File: src/rtl/cmd_fifo.sv
/*
 * Two-entry valid/ready FIFO
 * Circular buffer with registered output, full throughput
 */
`default_nettype none

module cmd_fifo #(
  parameter int WIDTH = 32
) (
  input  wire logic             clk_i,
  input  wire logic             reset_i,

  input  wire logic [WIDTH-1:0] data_i,
  input  wire logic             v_i,
  output logic                  ready_o,

  output logic [WIDTH-1:0]      data_o,
  output logic                  v_o,
  input  wire logic             ready_i
);

  logic [WIDTH-1:0] mem_r [2];
  logic             wr_ptr_r;
  logic             rd_ptr_r;
  logic [1:0]       count_r;
  logic             push;
  logic             pop;

  assign ready_o = (count_r != 2'd2);
  assign v_o     = (count_r != 2'd0);
  assign data_o  = mem_r[rd_ptr_r];

  assign push = v_i & ready_o;
  assign pop  = v_o & ready_i;

  // Storage only
  always_ff @(posedge clk_i)
  begin
    if (push)
      mem_r[wr_ptr_r] <= data_i;
  end

  always_ff @(posedge clk_i)
  begin
    if (reset_i)
    begin
      wr_ptr_r <= 1'b0;
      rd_ptr_r <= 1'b0;
      count_r  <= 2'd0;
    end
    else
    begin
      if (push)
        wr_ptr_r <= ~wr_ptr_r;
      if (pop)
        rd_ptr_r <= ~rd_ptr_r;
      count_r <= count_r + {1'b0, push} - {1'b0, pop};
    end
  end

  // Upstream keeps offering an item the full FIFO could not take
  a_no_drop: assert property (@(posedge clk_i) disable iff (reset_i)
    v_i && (count_r == 2'd2) |=> v_i);

endmodule

`default_nettype wire

File: config.mk
export PLATFORM = sky130hd
export DESIGN_NAME = cmd_fifo
export DESIGN_NICKNAME = d
export VERILOG_FILES = /design/src/rtl/cmd_fifo.sv
export SDC_FILE = /design/constraint.sdc
export NUM_CORES = 1
export LEC_CHECK = 0
export ABC_AREA = 1
export BUFFER_PORTS_ARGS = -buffer_cell sky130_fd_sc_hd__buf_2
export CAP_MARGIN = 20
export CORE_MARGIN = 1.5
export CORE_UTILIZATION = 25
export CTS_CLUSTER_DIAMETER = 150
export DETAILED_ROUTE_END_ITERATION = 16
export PLACE_DENSITY = 0.45
export SYNTH_ARGS = -nofsm -noshare
export SYNTH_HDL_FRONTEND = slang
export SYNTH_SLANG_ARGS = --single-unit
export TNS_END_PERCENT = 50
File: constraint.sdc
create_clock -name clk_i -period 2.5 [get_ports clk_i]
set_clock_uncertainty 0.05 [all_clocks]
set_input_delay 0.5 -clock clk_i [delete_from_list [all_inputs] [get_ports clk_i]]
set_output_delay 0.5 -clock clk_i [all_outputs]
set_load 0.05 [all_outputs]
Yosys cells after proc, flatten, opt, wreduce, memory -nomap -nowiden
Memories as Yosys holds them, arrays and structs flattened. A register that Yosys moved wholly into a read port is not among the register bits.
Cells that the tools add are included.

operators by class
  $add $sub $neg = 2
  equal/unequal tests = 1
  multiplexer cells = 4
  bitwise operators = 4
  reduce and logical (&&, ||, !) cells = 1

operators with widths
  cell                                         count
  1-bit two-way mux                            4
  2-bit by 1-bit adder with 2-bit output       1
  1-bit bitwise AND                            2
  2-bit != test (second input constant)        1
  1-bit NOT                                    2
  2-bit nonzero test                           1
  2-bit by 1-bit subtractor with 2-bit output  1

word-level totals
  register bits after elaboration = 4
  memory bits (writable) = 64
  input port bits = 36
  output and inout port bits = 34
  word-level logic and storage cells = 16
  memories kept = 1

memory list
  memory  depth  bits a word  read ports  clocked after memory_dff  write ports  line  source
  mem_r   2      32           1           1                         1            22    logic [WIDTH-1:0] mem_r [2];

Depth between registers and ports, before layout
  depth in word-level cells = 4
  mapped depth = 11

Worst setup path after synthesis
No wires, ideal clock.

  kind = register to register
  from = reg count_r[0]
  to = mem mem_r[0][0], enable pin
  library setup time = 0.421 ns
  arrival time = 2.288 ns
  data required time = 2.029 ns
  slack = -0.259 ns
  stages on the path, launching flop included = 5
  clock period less this slack = 2.759 ns
  path through = dfxtp_1 -> inv_1 -> nand2_1 -> nand2_1 -> nor2_1

on the way
  longest elaborated chain between the ends = 4

ends and longest elaborated chain
  what                                     line  source
  start: declaration                       25    logic [1:0] count_r;
  start signal: assignment                 57    count_r <= count_r + {1'b0, push} - {1'b0, pop};
  2-bit != test                            29    assign ready_o = (count_r != 2'd2);
  named net ready_o                        15    output logic ready_o,
  1-bit bitwise AND                        33    assign push = v_i & ready_o;
  1-bit two-way mux                        39    if (push)
  1-bit two-way mux (not written as such)  40    mem_r[wr_ptr_r] <= data_i;
  end: declaration                         22

The timed path passes the listed nets, and every way through them passes these cells.

==> metrics.md <==
| Metric | Value |
|---|---|
| Outcome | `completed` |
| IR drop worst, VDD | `0.000454 V` |
| Total gr overflow | `0` |
| Worst-margin pin slew | `0.502 ns` |
| Sequential area share after synthesis | `74.6%` |
| Initial drt markers | `47` |
| CTS Buf Count | `9` |
| CTS Buffer Depth | `2` |
| R2r startpoint | `count_r[0]` |
| Family with the most delay on the worst path | `buffers and inverters` |
| Crit-path max cell delay | `0.46 ns` |
| Gpl congestion | `0.643` |
| Number of synthesized flops with an enable pin | `64` |
| Core Util, Final | `33.0%` |
| Detail Route Antenna Nets | `0` |
| Net count, final | `254` |
| Syn_nets | `175` |
| Initial antenna violation count | `0` |
| Top-level port count | `70` |
| Pins over their slew limit | `0` |
| PnR worst setup slack | `0.316 ns` |
| Largest cells by area after synthesis | `edfxtp_1 (71%), mux2_4 (17%), dfxtp_1 (3.7%)` |
| RSZ-0062 raised after global routing | `false` |
| Routed len/inst | `13.3 um` |
| WHS | `0.281 ns` |
| Final setup violation count | `0` |
| Reg clk slew, reported paths | `0.07 ns` |
| Hold Path Class | `input pin to flop` |
| Die ar. | `0.0115 mm^2` |
| Die Wd | `107 um` |
| Most numerous cell in the Yosys netlist | `edfxtp_1` |
| First-pass DRT Iterations | `4` |
| Area grow syn2layout | `26.8%` |
| Power per cell area | `1170 mW/mm^2` |
| Crit start category | `flop` |
| Hold buffers post-CTS | `0` |
| Period Utilization, post-route | `87.3%` |
| Mean area per synthesized cell | `19.8 um^2` |
| Hpwl dp | `3.01 mm` |
| Synthesis-stage register bit count | `69` |
| Share of the synthesized area in the top cell type | `70.9%` |
| Crit-path cells | `buf_12 > mux2_2 > buf_2` |
| Synth cell count leaders | `edfxtp_1 (64), mux2_4 (30), nor2_1 (9)` |
| Static Leakage | `1.37 nW` |
| Setup TNS | `0 ns` |
| Crit. End Element | `output port` |
| Buf/Inv on CP | `2` |
| Largest net degree at the start of global routing | `33` |
| Hold path depth | `2` |
| Post_cts resized | `0` |
| Total Wirelength | `4.74 mm` |
| Number of global-route vias before repair | `1374` |
| CTS root buf | `clkbuf_8` |
| Initial Util | `26.0%` |
| Vias | `1391` |
| Mapped Cells | `137` |
| TritonCTS clock tree | `built` |
| Hold EP | `count_r[0]` |
| Die H | `107 um` |
| MaxCap Viol Count | `0` |
| Hold Fails Final Rpt | `0` |
| Rows | `37` |
| CP Max Fanout | `27` |
| CP max-delay cell | `dfxtp_2` |
| Most used flip-flop cell after synthesis | `edfxtp_1` |
| FILL cells | `1022` |
| Synth area leader | `edfxtp_1` |
| Post-Syn Area | `0.00271 mm^2` |
| Port Buffers | `69` |
| Clock latency on the worst-skew pair | `0.33 ns` |
| Count of cell types in the netlist | `12` |
| CP Data Arrival Time | `1.63 ns` |
| H-tree Lvls | `3` |
| CP Data Required Time | `1.95 ns` |
| Core ar. | `0.0104 mm^2` |
| Critical hold path startpoint | `reset_i` |
| Post-Place Worst Slack | `0.652 ns` |
| ANT cells | `0` |
| Fraction of final layout cells sized beyond drive strength 1 | `54.3%` |
| Total GRT Usage | `8.55%` |
| Fmax | `458 MHz` |
| Setup bufs post-CTS | `0` |
| Final min period | `2.18 ns` |
| DRC Markers | `0` |
| Reg2Reg Depth | `10` |
| Crit path kind | `flop to output port` |
| Clock Sink Count | `69` |
| First-pass GRT wire length | `7.09 mm` |
| Worst slew margin | `66.5%` |
| RR Endpoint | `count_r[1]` |
| Flop-to-flop setup slack | `0.89 ns` |
| DR vias/cell | `3.90` |
| Ys Warns | `0` |
| Post-synth ARST share | `0%` |
==> routing by layer <==
layer / GRT usage, % / up-vias / share of wire [%]
met5: 0 / - / 0
met4: 4.29 / 0 / 1.6
met3: 3.16 / 5 / 5.6
met2: 13.9 / 40 / 50
met1: 9.83 / 679 / 42
li1: - / 667 / -
==> flip-flops by register name, summed over array words and instances (netlist names), named ones only <==
register and cells:
rd_ptr_r 1, mem_r 64, count_r 2, wr_ptr_r 1
==> cell type report <==
type	count	area, um^2	share of cell area [%]
clock buffers	10	128	3.71
clock inverters	6	111	3.24
inverters	8	30.0	0.874
multi-input cells	56	594	17.3
flip-flops and latches	69	2020	58.9
well taps	136	170	4.95
repair buffers	72	380	11.1
==> worst max-delay path by stage <==
stage / start / end / slack [ns] / cells after the start
finish: flop / data_o[31] / 0.32 / 3
global route: flop / data_o[0] / 0.23 / 3
CTS: flop / data_o[0] / 0.28 / 3
detailed placement: flop / data_o[0] / 0.65 / 3
global placement: flop / data_o[31] / 0.67 / 3
floorplan: count_r[0] / mem_r[0][0] / 0.25 / 4
==> cells in the final DEF (no fill, tap or decap) <==
| cell | instances |
|---|---|
| nor2_4 | 1 |
| inv_1 | 8 |
| mux2_2 | 2 |
| a21oi_1 | 2 |
| clkbuf_8 | 9 |
| nor2_1 | 8 |
| mux2_4 | 30 |
| buf_2 | 69 |
| edfxtp_1 | 64 |
| nand2_1 | 8 |
| dfxtp_2 | 1 |
| clkinv_1 | 1 |
| clkbuf_1 | 1 |
| clkinv_4 | 2 |
| ha_1 | 2 |
| nand3_1 | 3 |
| buf_12 | 1 |
| buf_4 | 2 |
| bufinv_16 | 3 |
| dfxtp_1 | 4 |
==> metrics by stage <==
step	cells	area (um^2)	total power [W]
3_5_place_dp	341	3200	0.00298
2_1_floorplan	137	2710	0.00274
4_1_cts	357	3440	0.00408
6_report	357	3440	0.00401
5_1_grt	357	3440	0.00421
3_3_place_gp	341	3200	0.00298
==> power by group <==
part           total (W)  switching [W]  leakage [nW]  internal (W)
registers        0.00153      0.0000641         0.639       0.00146
logic            0.00141       0.000961         0.616      0.000445
clock network    0.00108       0.000414         0.118      0.000664
==> cell families (layout without fill, tap and decap cells) <==
| family | after synthesis | in the layout | share of synthesized area, % |
|---|---|---|---|
| mux | 32 | 32 | 17.5 |
| simple gates | 20 | 20 | 2.91 |
| flops | 69 | 69 | 74.6 |
| compound gates | 2 | 2 | 0.369 |
| fa+ha+maj | 2 | 2 | 0.923 |
| buf+inv | 12 | 96 | 3.74 |
Power figures use the tool's default switching activity.
