## src/rtl/axil_packer_pkg.sv

```systemverilog
/*
 * AXI4-Lite store packer package
 * Widths, AXI response and protection codes, channel payloads and the
 * packed command word shared by the design and its testbench
 */
`default_nettype none

package axil_packer_pkg;

  localparam int AXIL_ADDR_WIDTH    = 32;
  localparam int AXIL_DATA_WIDTH    = 32;
  localparam int PAYLOAD_DATA_WIDTH = 8;
  // Whatever is left of the command word after the op bit and the data
  localparam int PAYLOAD_ADDR_WIDTH = AXIL_DATA_WIDTH - PAYLOAD_DATA_WIDTH - 1;
  localparam int MEM_ADDR_WIDTH     = 10;

  typedef enum logic [1:0] {
    e_axi_resp_okay   = 2'b00,
    e_axi_resp_exokay = 2'b01,
    e_axi_resp_slverr = 2'b10,
    e_axi_resp_decerr = 2'b11
  } axi_resp_e;

  typedef enum logic [2:0] {
    e_axi_prot_default   = 3'b000,
    e_axi_prot_priv      = 3'b001,
    e_axi_prot_nonsecure = 3'b010,
    e_axi_prot_instr     = 3'b100
  } axi_prot_e;

  // Op bit on top, byte data at the bottom
  typedef struct packed {
    logic                          write_not_read;
    logic [PAYLOAD_ADDR_WIDTH-1:0] addr;
    logic [PAYLOAD_DATA_WIDTH-1:0] data;
  } packed_cmd_s;

  typedef struct packed {
    logic [AXIL_ADDR_WIDTH-1:0] addr;
    axi_prot_e                  prot;
  } axil_aw_s;

  typedef struct packed {
    logic [AXIL_DATA_WIDTH-1:0]   data;
    logic [AXIL_DATA_WIDTH/8-1:0] strb;
  } axil_w_s;

  typedef struct packed {
    logic [AXIL_ADDR_WIDTH-1:0] addr;
    axi_prot_e                  prot;
  } axil_ar_s;

  typedef struct packed {
    logic [AXIL_DATA_WIDTH-1:0] data;
    axi_resp_e                  resp;
  } axil_r_s;

  typedef struct packed {
    axi_resp_e resp;
  } axil_b_s;

  // Read byte zero-extended to the full data width
  typedef logic [AXIL_DATA_WIDTH-1:0] mem_resp_t;

endpackage

`default_nettype wire

```

## src/rtl/axil_store_packer.sv

```systemverilog
/*
 * AXI4-Lite store packer
 * Turns each AXI4-Lite write or read into one packed command word and
 * returns the matching B or R response, one transaction at a time
 */
`default_nettype none

module axil_store_packer (
  input  wire logic                          clk_i,
  input  wire logic                          reset_i,

  input  wire axil_packer_pkg::axil_aw_s     s_axil_aw_i,
  input  wire logic                          s_axil_awvalid_i,
  output logic                               s_axil_awready_o,

  input  wire axil_packer_pkg::axil_w_s      s_axil_w_i,
  input  wire logic                          s_axil_wvalid_i,
  output logic                               s_axil_wready_o,

  output axil_packer_pkg::axil_b_s           s_axil_b_o,
  output logic                               s_axil_bvalid_o,
  input  wire logic                          s_axil_bready_i,

  input  wire axil_packer_pkg::axil_ar_s     s_axil_ar_i,
  input  wire logic                          s_axil_arvalid_i,
  output logic                               s_axil_arready_o,

  output axil_packer_pkg::axil_r_s           s_axil_r_o,
  output logic                               s_axil_rvalid_o,
  input  wire logic                          s_axil_rready_i,

  output axil_packer_pkg::packed_cmd_s       cmd_o,
  output logic                               cmd_v_o,
  input  wire logic                          cmd_ready_i,

  input  wire axil_packer_pkg::mem_resp_t    resp_i,
  input  wire logic                          resp_v_i,
  output logic                               resp_ready_o
);

  typedef enum logic [1:0] {
    e_idle,
    e_write_resp,
    e_read_resp
  } state_e;

  state_e state_r;
  state_e state_n;

  logic is_idle;
  logic pick_read;
  logic pick_write;
  logic accept;

  assign is_idle    = (state_r == e_idle);
  // Reads win over a write offered in the same cycle
  assign pick_read  = s_axil_arvalid_i;
  assign pick_write = ~s_axil_arvalid_i & s_axil_awvalid_i & s_axil_wvalid_i;

  assign cmd_v_o = is_idle & (pick_read | pick_write);
  assign accept  = cmd_v_o & cmd_ready_i;

  // Address handshakes complete in the cycle the command is accepted
  assign s_axil_arready_o = is_idle & cmd_ready_i & pick_read;
  assign s_axil_awready_o = is_idle & cmd_ready_i & pick_write;
  assign s_axil_wready_o  = is_idle & cmd_ready_i & pick_write;

  always_comb
  begin
    if (pick_read)
    begin
      cmd_o.write_not_read = 1'b0;
      cmd_o.addr           = s_axil_ar_i.addr[axil_packer_pkg::PAYLOAD_ADDR_WIDTH-1:0];
      cmd_o.data           = '0;
    end
    else
    begin
      cmd_o.write_not_read = 1'b1;
      cmd_o.addr           = s_axil_aw_i.addr[axil_packer_pkg::PAYLOAD_ADDR_WIDTH-1:0];
      cmd_o.data           = s_axil_w_i.data[axil_packer_pkg::PAYLOAD_DATA_WIDTH-1:0];
    end
  end

  // Every response is OKAY
  assign s_axil_b_o.resp = axil_packer_pkg::e_axi_resp_okay;
  assign s_axil_r_o.data = resp_i;
  assign s_axil_r_o.resp = axil_packer_pkg::e_axi_resp_okay;

  assign s_axil_bvalid_o = (state_r == e_write_resp);
  assign s_axil_rvalid_o = (state_r == e_read_resp) & resp_v_i;
  assign resp_ready_o    = (state_r == e_read_resp) & s_axil_rready_i;

  always_comb
  begin
    state_n = state_r;
    case (state_r)
      e_idle:
        if (accept)
          state_n = pick_read ? e_read_resp : e_write_resp;
      e_write_resp:
        if (s_axil_bready_i)
          state_n = e_idle;
      e_read_resp:
        if (s_axil_rvalid_o & s_axil_rready_i)
          state_n = e_idle;
      default:
        state_n = e_idle;
    endcase
  end

  always_ff @(posedge clk_i)
  begin
    if (reset_i)
      state_r <= e_idle;
    else
      state_r <= state_n;
  end

  // An offered command is not withdrawn, and a read command does not change
  a_cmd_held: assert property (@(posedge clk_i) disable iff (reset_i)
    cmd_v_o && !cmd_ready_i |=>
      cmd_v_o && ($past(cmd_o.write_not_read) || $stable(cmd_o)));

  // A stalled read response keeps its data until rready
  a_r_held: assert property (@(posedge clk_i) disable iff (reset_i)
    s_axil_rvalid_o && !s_axil_rready_i |=> s_axil_rvalid_o && $stable(s_axil_r_o));

endmodule

`default_nettype wire

```

## config.mk

```make
export PLATFORM = sky130hd
export DESIGN_NAME = axil_store_packer
export DESIGN_NICKNAME = d
export VERILOG_FILES = /design/src/rtl/axil_packer_pkg.sv /design/src/rtl/axil_store_packer.sv
export SDC_FILE = /design/constraint.sdc
export NUM_CORES = 1
export LEC_CHECK = 0
export BUFFER_PORTS_ARGS = -buffer_cell sky130_fd_sc_hd__buf_2
export CAP_MARGIN = 5
export CORE_AREA = 8 8 79 81
export DETAILED_ROUTE_END_ITERATION = 16
export DIE_AREA = 0 0 87 89
export GPL_TIMING_DRIVEN = 0
export PLACE_DENSITY = 0.64
export SYNTH_ARGS = -nofsm -noshare
export SYNTH_HDL_FRONTEND = slang
export SYNTH_SLANG_ARGS = --single-unit
```

## constraint.sdc

```tcl
create_clock -name clk_i -period 3.03 [get_ports clk_i]
set_input_delay 0.303 -clock clk_i [delete_from_list [all_inputs] [get_ports clk_i]]
set_output_delay 0.303 -clock clk_i [all_outputs]
set_load 0.02 [all_outputs]
```

# == Word-level counts from Yosys, hierarchy flattened ==
# Index checks and enable logic that the tools add are counted.
# op_classes
addsub,0
mul,0
n_div,0
magnitude_cmp,0
eq_ne,5
shift,0
muxes,6
bitwise,12
n_reduce_logical,2
# op_table
op,n
$mux 32,1
$and 1x1->1,10
$mux 2,4
$ne 2x1->1 const B,3
$pmux 2 s3,1
$reduce_and 3->1,1
$eq 2x1->1 const B,1
$eq 2x2->1 const B,1
$logic_not 2->1,1
$not 1->1,1
$or 1x1->1,1
# totals
reg_bits,2
latchBits,0
ram_bits,0
rom_bits,0
input_bits,147
out_inout_bits,75
word_cells,26
mem_count,0

# == Longest topological paths before layout ==
# Gate-level depths: netlist of run 1.
# logic_depth
ltp_word,8
mapped_depth,4
depth_no_buf,2

# == Least setup slack after synthesis of run 1 ==
# No wires, ideal clock.
# synth_path
path_type,reg-to-output
startpoint,reg state_r[1]
endpoint,out s_axil_wready_o
arrival_ns,1.514
required_ns,2.727
slack_ns,1.213
path_stages_with_launch,4
n_path_buf,1
path_cell_list,dfxtp_1 > or3b_4 > nor3_1 > buf_4
# synth_between
elab_chain_len,3
# synth_lines
element,line,source
"start, declared",axil_store_packer.sv:47,state_e state_r;
"start signal, assigned",axil_store_packer.sv:114,state_r <= e_idle;
"start signal, assigned",axil_store_packer.sv:116,state_r <= state_n;
$logic_not 2->1,axil_store_packer.sv:55,assign is_idle = (state_r == e_idle);
$and 1x1->1 (2 in a row),--,
"end, declared",axil_store_packer.sv:18,"output logic s_axil_wready_o,"
# No other way between the ends.

# == Final worst setup path of run 1 ==
# layout_path
startpoint,reg state_r[1]
endpoint,out s_axil_wready_o
# layout_between
elab_chain_len,3
# layout_lines
element,line,source
$logic_not 2->1,axil_store_packer.sv:55,
$and 1x1->1 (2 in a row),axil_store_packer.sv:66,assign s_axil_wready_o = is_idle & cmd_ready_i & pick_write;
# No other way between the ends.

==> impl_metrics.csv, run 1 <==
group,metric,value,unit
outcome,status,"finished clean",
place,io_buffers,132,
timing,fin_skew,0.003132,ns
floorplan,core,0.004977,mm²
cells_and_area,layout_common_cells,"buf_2, buf_4, mux2_2",
timing,setup_ws,1.245,ns
setup_path,crit_type,"reg -> out",
cells_and_area,finalNetCount,376,
yosys,syn-instance-count,89,
global_routing,gr-usage-all-layers,8.627,%
floorplan,pin_count,222,
timing,rsz0062_at_grt,"false",
global_routing,grt_pass1_vias,1289,
place,dp_hpwl,3.529,mm
cells_and_area,reg_top3,"state_r (2)",
pwr,p_per_area,253.9,mW/mm²
timing,setup_violations,0,
yosys,ys_types,19,
floorplan,rows,26,
clock_tree,root_buffer,"clkbuf_8",
worst_hold_path,holdPathStages,2,
place,gp_congestion,0.7739,
cells_and_area,fin_util,31.45,%
yosys,synth.yosys.seq_area_share,5.237,%
setup_path,cp_data_arrival_time,1.48,ns
setup_path,required,2.73,ns
setup_path,reg2reg_depth,2,
timing,fin_crit_sh,58.92,%
timing,max_freq,560.1,MHz
pwr,vdd_drop_max,0.1258,mV
routing,wirelength,3.798,mm
yosys,yosysWarnings,0,
yosys,synthesis.area,764.5,µm²
floorplan,floorplan.initialDensity,15.36,%
clock_tree,clk_latency,0.22,ns
yosys,ys_ff_latch,2,
setup_path,timing.rr.start,"state_r[1]",
clock_tree,cts_tree,"yes",
routing,ant_nets,0,
setup_path,cp_num_buf_inv,2,
setup_path,end_kind,"output port",
clock_tree,path_clk_slew,0.03,ns
cells_and_area,layout_commonest_cell,"buf_2",
worst_hold_path,worstHoldStart,"reset_i",
routing,drt_iter0_drc,13,
setup_path,setup.worst_path.start_class,"flop",
cells_and_area,nFillCells,534,
global_routing,grt_max_degree,11,
clock_tree,cts_resized,0,
worst_hold_path,hp-class,"in -> reg",
global_routing,grt_pass1_wl,5.526,mm
routing,drt_first_pass_iters,2,
setup_path,path_max_fanout,8,
job,maxCapViolations,0,
setup_path,critPathTopFamily,"simple AND/OR/NAND/NOR gates",
cells_and_area,fin_cells,297,
routing,wl_per_cell,12.79,µm
clock_tree,clock-sinks,2,
place,dp_cells,294,
clock_tree,post_cts_buffers,0,
setup_path,reg2reg_slack,1.95,ns
global_routing,gr-total-overflow,0,
setup_path,timing.rr.end,"state_r[0]",
timing,hold_viol,0,
cells_and_area,largest_register_ffs,2,
cells_and_area,regMostFlops,"state_r",
floorplan,die_w,87,µm
cells_and_area,area_delta_synth_final,104.7,%
cells_and_area,diodes,0,
routing,via_count,1071,
worst_hold_path,min_to,"state_r[1]",
global_routing,antenna_found_initial,0,
setup_path,worst_path_largest_cell_delay,0.43,ns
yosys,syn_area_per_cell,8.590,µm²
timing,slew_violations,0,
routing,drc,0,
floorplan,dieArea,0.007743,mm²
clock_tree,cts.htree.levels,1,
clock_tree,clk_path_buf_depth,2,
clock_tree,hold_buffers,0,
setup_path,path_cells,"or3b_4 > nor3_1 > buf_4 > buf_2",
pwr,p_leak,0.9415,nW
clock_tree,numCtsBuffers,3,
setup_path,cp_slowest_cell,"or3b_4",
floorplan,die_h,89,µm
routing,vias_per_cell,3.606,
place,pre_cts_slack,1.470,ns
timing,period_needed,1.785,ns
timing,fin_tns_setup,0,ns
cells_and_area,drive_gt1_share,90.31,%
## layout make-up
cell class | instances | area, µm² | share of cell area (%)
repair buffers | 132 | 660.6 | 42.21
clock buffers | 3 | 41.29 | 2.638
well taps | 70 | 87.58 | 5.596
multi-input cells | 48 | 429.2 | 27.42
plain buffers | 41 | 302.8 | 19.34
flip-flops and latches | 2 | 40.04 | 2.558
inverters | 1 | 3.754 | 0.2398
## power breakdown
part	leakage [nW]	internal, mW	total [mW]	switching (mW)
logic	0.904	0.126	0.260	0.134
clock network	0.0216	0.0842	0.108	0.0237
registers	0.0164	0.0279	0.0299	0.00203
## logic make-up (layout without fill, tap and decap cells)
logic type / count (synthesis) / in the layout / share of synthesized area, %
AO/OA/AOI/OAI: 3 / 3 / 3.765
buffers and inverters: 42 / 177 / 40.10
flip-flops: 2 / 2 / 5.238
multiplexers: 23 / 23 / 33.88
other: 1 / 4 / 0.4905
AND/OR/NAND/NOR: 18 / 18 / 16.53
## synth_stat cells
cell / n / share of area [%]
mux2_2: 23 / 34
o41ai_2: 1 / 2.1
and2b_2: 1 / 1.1
dfxtp_1: 2 / 5.2
conb_1: 1 / 0.49
inv_1: 1 / 0.49
nor2b_1: 8 / 6.5
nor2_1: 1 / 0.49
or3b_4: 1 / 1.5
nand2_1: 1 / 0.49
a211oi_1: 1 / 0.98
a21oi_1: 1 / 0.65
or4b_1: 1 / 1.3
nor3_1: 1 / 0.65
buf_4: 39 / 38
nor4_1: 1 / 0.82
buf_2: 2 / 1.3
and3_2: 1 / 0.98
and3b_2: 2 / 2.6
## metal layers
layer	wire (µm)	part of all wire (%)	track usage, %	vias to the layer above
li1	-	-	-	536
met1	1235	33	7.931	430
met2	1822	48	14.99	103
met3	717	19	6.250	2
met4	22	0.58	2.347	0
met5	0	0	0	-
## through the flow
stage          power (mW)  hold slack, ns  area, µm²
6_report           0.3975          0.2927       1565
5_1_grt            0.4248          0.3083       1565
4_1_cts            0.4042          0.2873       1565
3_5_place_dp       0.2935          0.5128       1524
3_3_place_gp       0.2916          0.5106       1524
2_1_floorplan      0.1959          0.3806      775.7
## worst max-delay path by stage
stage                          start               to  slack (ns)  cells after the start
finish                    state_r[1]  s_axil_wready_o        1.24                      4
global route              state_r[1]  s_axil_wready_o        1.10                      4
CTS                       state_r[1]  s_axil_wready_o        1.24                      4
detailed placement  s_axil_arvalid_i        cmd_o[28]        1.47                      4
global placement    s_axil_arvalid_i        cmd_o[28]        1.47                      4
floorplan                 state_r[1]  s_axil_wready_o        1.21                      3
Note: power is estimated with default switching activity, not from simulation.
==> run 2, diff against run 1 <==
==> constraint.sdc (replaced) <==
create_clock -name clk_i -period 1.8 [get_ports clk_i]
set_input_delay 0.18 -clock clk_i [delete_from_list [all_inputs] [get_ports clk_i]]
set_output_delay 0.18 -clock clk_i [all_outputs]
set_load 0.02 [all_outputs]
==> impl_metrics.csv, run 2 (same netlist as run 1, synthesis figures left out) <==
group,metric,value,unit
outcome,status,"finished clean",
global_routing,gr-total-overflow,0,
cells_and_area,nFillCells,533,
floorplan,dieArea,0.007743,mm²
timing,slew_violations,0,
setup_path,cp_data_arrival_time,1.42,ns
setup_path,end_kind,"output port",
global_routing,grt_pass1_wl,5.526,mm
clock_tree,hold_buffers,0,
worst_hold_path,hp-class,"in -> reg",
clock_tree,clk_path_buf_depth,2,
clock_tree,post_cts_buffers,0,
clock_tree,root_buffer,"clkbuf_8",
global_routing,grt_max_degree,11,
routing,wirelength,3.805,mm
routing,ant_nets,0,
routing,wl_per_cell,12.81,µm
routing,vias_per_cell,3.620,
floorplan,die_h,89,µm
timing,setup_violations,0,
cells_and_area,reg_top3,"state_r (2)",
cells_and_area,area_delta_synth_final,105.4,%
pwr,p_leak,0.9422,nW
setup_path,reg2reg_depth,2,
setup_path,setup.worst_path.start_class,"flop",
worst_hold_path,holdPathStages,2,
floorplan,core,0.004977,mm²
floorplan,floorplan.initialDensity,15.36,%
cells_and_area,finalNetCount,376,
place,gp_congestion,0.7739,
place,pre_cts_slack,0.3656,ns
timing,setup_ws,0.2026,ns
cells_and_area,regMostFlops,"state_r",
clock_tree,numCtsBuffers,3,
setup_path,required,1.62,ns
place,dp_hpwl,3.529,mm
routing,drc,0,
timing,fin_skew,0.003460,ns
setup_path,path_max_fanout,8,
routing,via_count,1075,
routing,drt_first_pass_iters,2,
global_routing,grt_pass1_vias,1289,
clock_tree,cts.htree.levels,1,
timing,max_freq,626.0,MHz
job,maxCapViolations,0,
cells_and_area,seq_area,40.04,µm²
cells_and_area,largest_register_ffs,2,
cells_and_area,drive_gt1_share,90.75,%
pwr,p_per_area,426.7,mW/mm²
cells_and_area,layout_common_cells,"buf_2, buf_4, mux2_2",
global_routing,gr-usage-all-layers,8.627,%
floorplan,die_w,87,µm
routing,drt_iter0_drc,16,
setup_path,crit_type,"reg -> out",
cells_and_area,diodes,0,
clock_tree,path_clk_slew,0.03,ns
floorplan,rows,26,
timing,rsz0062_at_grt,"false",
clock_tree,clk_latency,0.22,ns
timing,fin_crit_sh,88.74,%
timing,fin_tns_setup,0,ns
cells_and_area,layout_commonest_cell,"buf_2",
pwr,vdd_drop_max,0.2112,mV
clock_tree,cts_resized,0,
clock_tree,cts_tree,"yes",
timing,period_needed,1.597,ns
timing,hold_viol,0,
place,io_buffers,132,
cells_and_area,fin_util,31.55,%
cells_and_area,multi_input_area,434.2,µm²
floorplan,pin_count,222,
clock_tree,clock-sinks,2,
global_routing,antenna_found_initial,0,
## run 2: cell count changes in the layout (fill, tap and decap cells not counted)
cell / change
nor3_2: +1
nor3_1: -1
## run 2: worst paths after layout
check | end | start | slack, ns
worst min register to register | state_r[1] | state_r[0] | 0.54
worst min-delay path | state_r[1] | reset_i | 0.17
worst max-delay path | s_axil_wready_o | state_r[1] | 0.20
worst max register to register | state_r[0] | state_r[1] | 0.71
## run 2: per-stage QoR
| stage | cells | power [mW] | hold WS [ns] | cell area, µm² |
|---|---|---|---|---|
| final | 297 | 0.6701 | 0.1677 | 1570 |
| after global routing | 297 | 0.7159 | 0.1853 | 1570 |
| after CTS | 297 | 0.6803 | 0.1643 | 1565 |
| after detailed placement | 294 | 0.4941 | 0.3898 | 1524 |
| after global placement | 294 | 0.4909 | 0.3876 | 1524 |
| after floorplan | 92 | 0.3298 | 0.2576 | 775.7 |
## run 2: critical path, stage by stage, from the launching register on
cell and delay [ns]:
dfxtp_1 0.35, or3b_4 0.44, nor3_2 0.13, buf_4 0.13, buf_2 0.15
## run 2: routing by layer
| layer | track usage, % | vias to the layer above | wire length [µm] |
|---|---|---|---|
| met5 | 0 | - | 0 |
| met4 | 2.347 | 0 | 22 |
| met3 | 6.250 | 2 | 709 |
| met2 | 14.99 | 103 | 1830 |
| met1 | 7.931 | 434 | 1242 |
| li1 | - | 536 | - |
## run 2: area by class of cell
cell class	count	area share, %
repair buffers	132	42.07
multi-input cells	48	27.65
plain buffers	41	19.28
well taps	70	5.578
clock buffers	3	2.629
flip-flops and latches	2	2.550
inverters	1	0.2390
## run 2: power by group
group | switching, mW | total (mW) | internal (mW)
combinational | 0.226 | 0.438 | 0.212
clock | 0.0399 | 0.182 | 0.142
sequential | 0.00355 | 0.0504 | 0.0469
total | 0.269 | 0.670 | 0.401
==> run 3, diff against run 2 <==
--- a/config.mk
+++ b/config.mk
@@ -7,11 +7,11 @@
 export LEC_CHECK = 0
 export BUFFER_PORTS_ARGS = -buffer_cell sky130_fd_sc_hd__buf_2
 export CAP_MARGIN = 5
-export CORE_AREA = 8 8 79 81
+export CORE_AREA = 4 4 84 86
 export DETAILED_ROUTE_END_ITERATION = 16
-export DIE_AREA = 0 0 87 89
-export GPL_TIMING_DRIVEN = 0
-export PLACE_DENSITY = 0.64
+export DIE_AREA = 0 0 88 90
+export GPL_TIMING_DRIVEN = 1
+export PLACE_DENSITY = 0.53
 export SYNTH_ARGS = -nofsm -noshare
 export SYNTH_HDL_FRONTEND = slang
 export SYNTH_SLANG_ARGS = --single-unit
==> impl_metrics.csv, run 3 (same netlist as run 1, synthesis figures left out) <==
group,metric,value,unit
clock_tree,clock-sinks,2,
pwr,power.switching,0.1894,mW
timing,max_freq,631.6,MHz
timing,fin_crit_sh,87.96,%
pwr,pwr-share-clk,33.9,%
setup_path,path_cells,"or3b_4 > nor3_1 > buf_2",
place,dp_cells,230,
global_routing,antenna_found_initial,0,
cells_and_area,fin_util,18.10,%
timing,slew_violations,0,
floorplan,floorplan.initialDensity,12.18,%
floorplan,die_w,88,µm
setup_path,critPathTopFamily,"simple AND/OR/NAND/NOR gates",
setup_path,end_kind,"output port",
cells_and_area,finalNetCount,305,
place,dp_hpwl,2.129,mm
cells_and_area,area_delta_synth_final,48.61,%
cells_and_area,largest_register_ffs,2,
pwr,internal_power,0.3269,mW
clock_tree,path_clk_slew,0.03,ns
routing,via_count,818,
global_routing,grt_max_degree,36,
place,gp_congestion,0.6720,
timing,hold_viol,0,
global_routing,grt_pass1_wl,3.450,mm
floorplan,rows,29,
cells_and_area,layout_commonest_cell,"buf_2",
pwr,pwr-share-comb,56.4,%
global_routing,grt_pass1_vias,801,
timing,fin_tns_setup,0,ns
floorplan,dieArea,0.007920,mm²
global_routing,globalRouteMet3Util,1.188,%
routing,drt_iter0_drc,4,
routing,ant_nets,0,
clock_tree,cts_tree,"yes",
routing,wl_per_cell,10.53,µm
pwr,p_leak,0.6305,nW
cells_and_area,reg_top3,"state_r (2)",
setup_path,path_max_fanout,8,
cells_and_area,multi_input_area,429.2,µm²
pwr,p_per_area,454.4,mW/mm²
clock_tree,hold_buffers,0,
cells_and_area,layout_common_cells,"buf_2, mux2_2, nor2b_1",
cells_and_area,nFillCells,719,
global_routing,use_met2,11.06,%
floorplan,core,0.006277,mm²
setup_path,cp_data_arrival_time,1.40,ns
cells_and_area,seq_area,40.04,µm²
cells_and_area,regMostFlops,"state_r",
global_routing,gr-usage-all-layers,5.363,%
clock_tree,post_cts_buffers,0,
pwr,vdd_drop_max,0.2715,mV
cells_and_area,fin_cells,233,
clock_tree,cts.htree.levels,1,
pwr,pwr-share-seq,9.8,%
routing,drt_first_pass_iters,3,
worst_hold_path,hp-class,"in -> reg",
timing,fin_skew,0.0006425,ns
cells_and_area,drive_gt1_share,85.90,%
outcome,status,"finished clean",
floorplan,pin_count,222,
routing,wirelength,2.453,mm
routing,vias_per_cell,3.511,
pwr,power,0.5162,mW
setup_path,crit_type,"reg -> out",
timing,period_needed,1.583,ns
setup_path,worst_path_largest_cell_delay,0.44,ns
setup_path,cp_num_buf_inv,1,
timing,setup_violations,0,
clock_tree,cts_resized,0,
clock_tree,clk_path_buf_depth,2,
cells_and_area,diodes,0,
place,io_buffers,101,
setup_path,cp_slowest_cell,"or3b_4",
setup_path,setup.worst_path.start_class,"flop",
timing,rsz0062_at_grt,"false",
floorplan,die_h,90,µm
pwr,switching_share,36.68,%
clock_tree,root_buffer,"clkbuf_8",
routing,drc,0,
job,maxCapViolations,0,
global_routing,gr-total-overflow,0,
clock_tree,clk_latency,0.21,ns
global_routing,top_usage_layer,"met2",
global_routing,use_met1,4.635,%
setup_path,required,1.62,ns
timing,hold_slack,0.1957,ns
clock_tree,numCtsBuffers,3,
run 3: cell count changes in the layout (fill, tap and decap cells not counted):
cell	previous run	this run
buf_4	39	0
buf_2	134	101
buf_12	0	1
nor3_1	0	1
nor3_2	1	0
run 3: power groups by stage:
stage                     logic, mW  registers [mW]  clock network, mW
after global placement        0.293          0.0509                  0
after global routing          0.314          0.0513              0.188
after CTS                     0.297          0.0505              0.180
after floorplan               0.280          0.0498                  0
final                         0.291          0.0503              0.175
after detailed placement      0.295          0.0510                  0
run 3: metrics by stage:
step           instance area, µm²  setup WS, ns
2_1_floorplan               775.7        0.1064
3_5_place_dp                 1095        0.4302
4_1_cts                      1136        0.2060
5_1_grt                      1136        0.1450
6_report                     1136        0.2167
3_3_place_gp                 1095        0.4549
run 3: layout make-up:
type / count / share of cell area (%)
inverter: 1 / 0.3304
sequential: 2 / 3.524
clock buffer: 3 / 3.634
timing repair buffer: 102 / 46.26
tap: 77 / 8.480
multi-input combinational: 48 / 37.78
run 3: worst paths after layout:
check	startpoint	to	slack (ns)	cells after the start
setup / recovery	state_r[1]	s_axil_awready_o	0.22	3
hold / removal	reset_i	state_r[1]	0.20	2
setup reg to reg	state_r[1]	state_r[0]	0.72	2
hold reg to reg	state_r[0]	state_r[1]	0.54	1
run 3: routing by layer:
layer  share of wire (%)  routed length (µm)
met5                   0                   0
met4                0.98                  24
met3                  14                 349
met2                  54                1333
met1                  30                 745
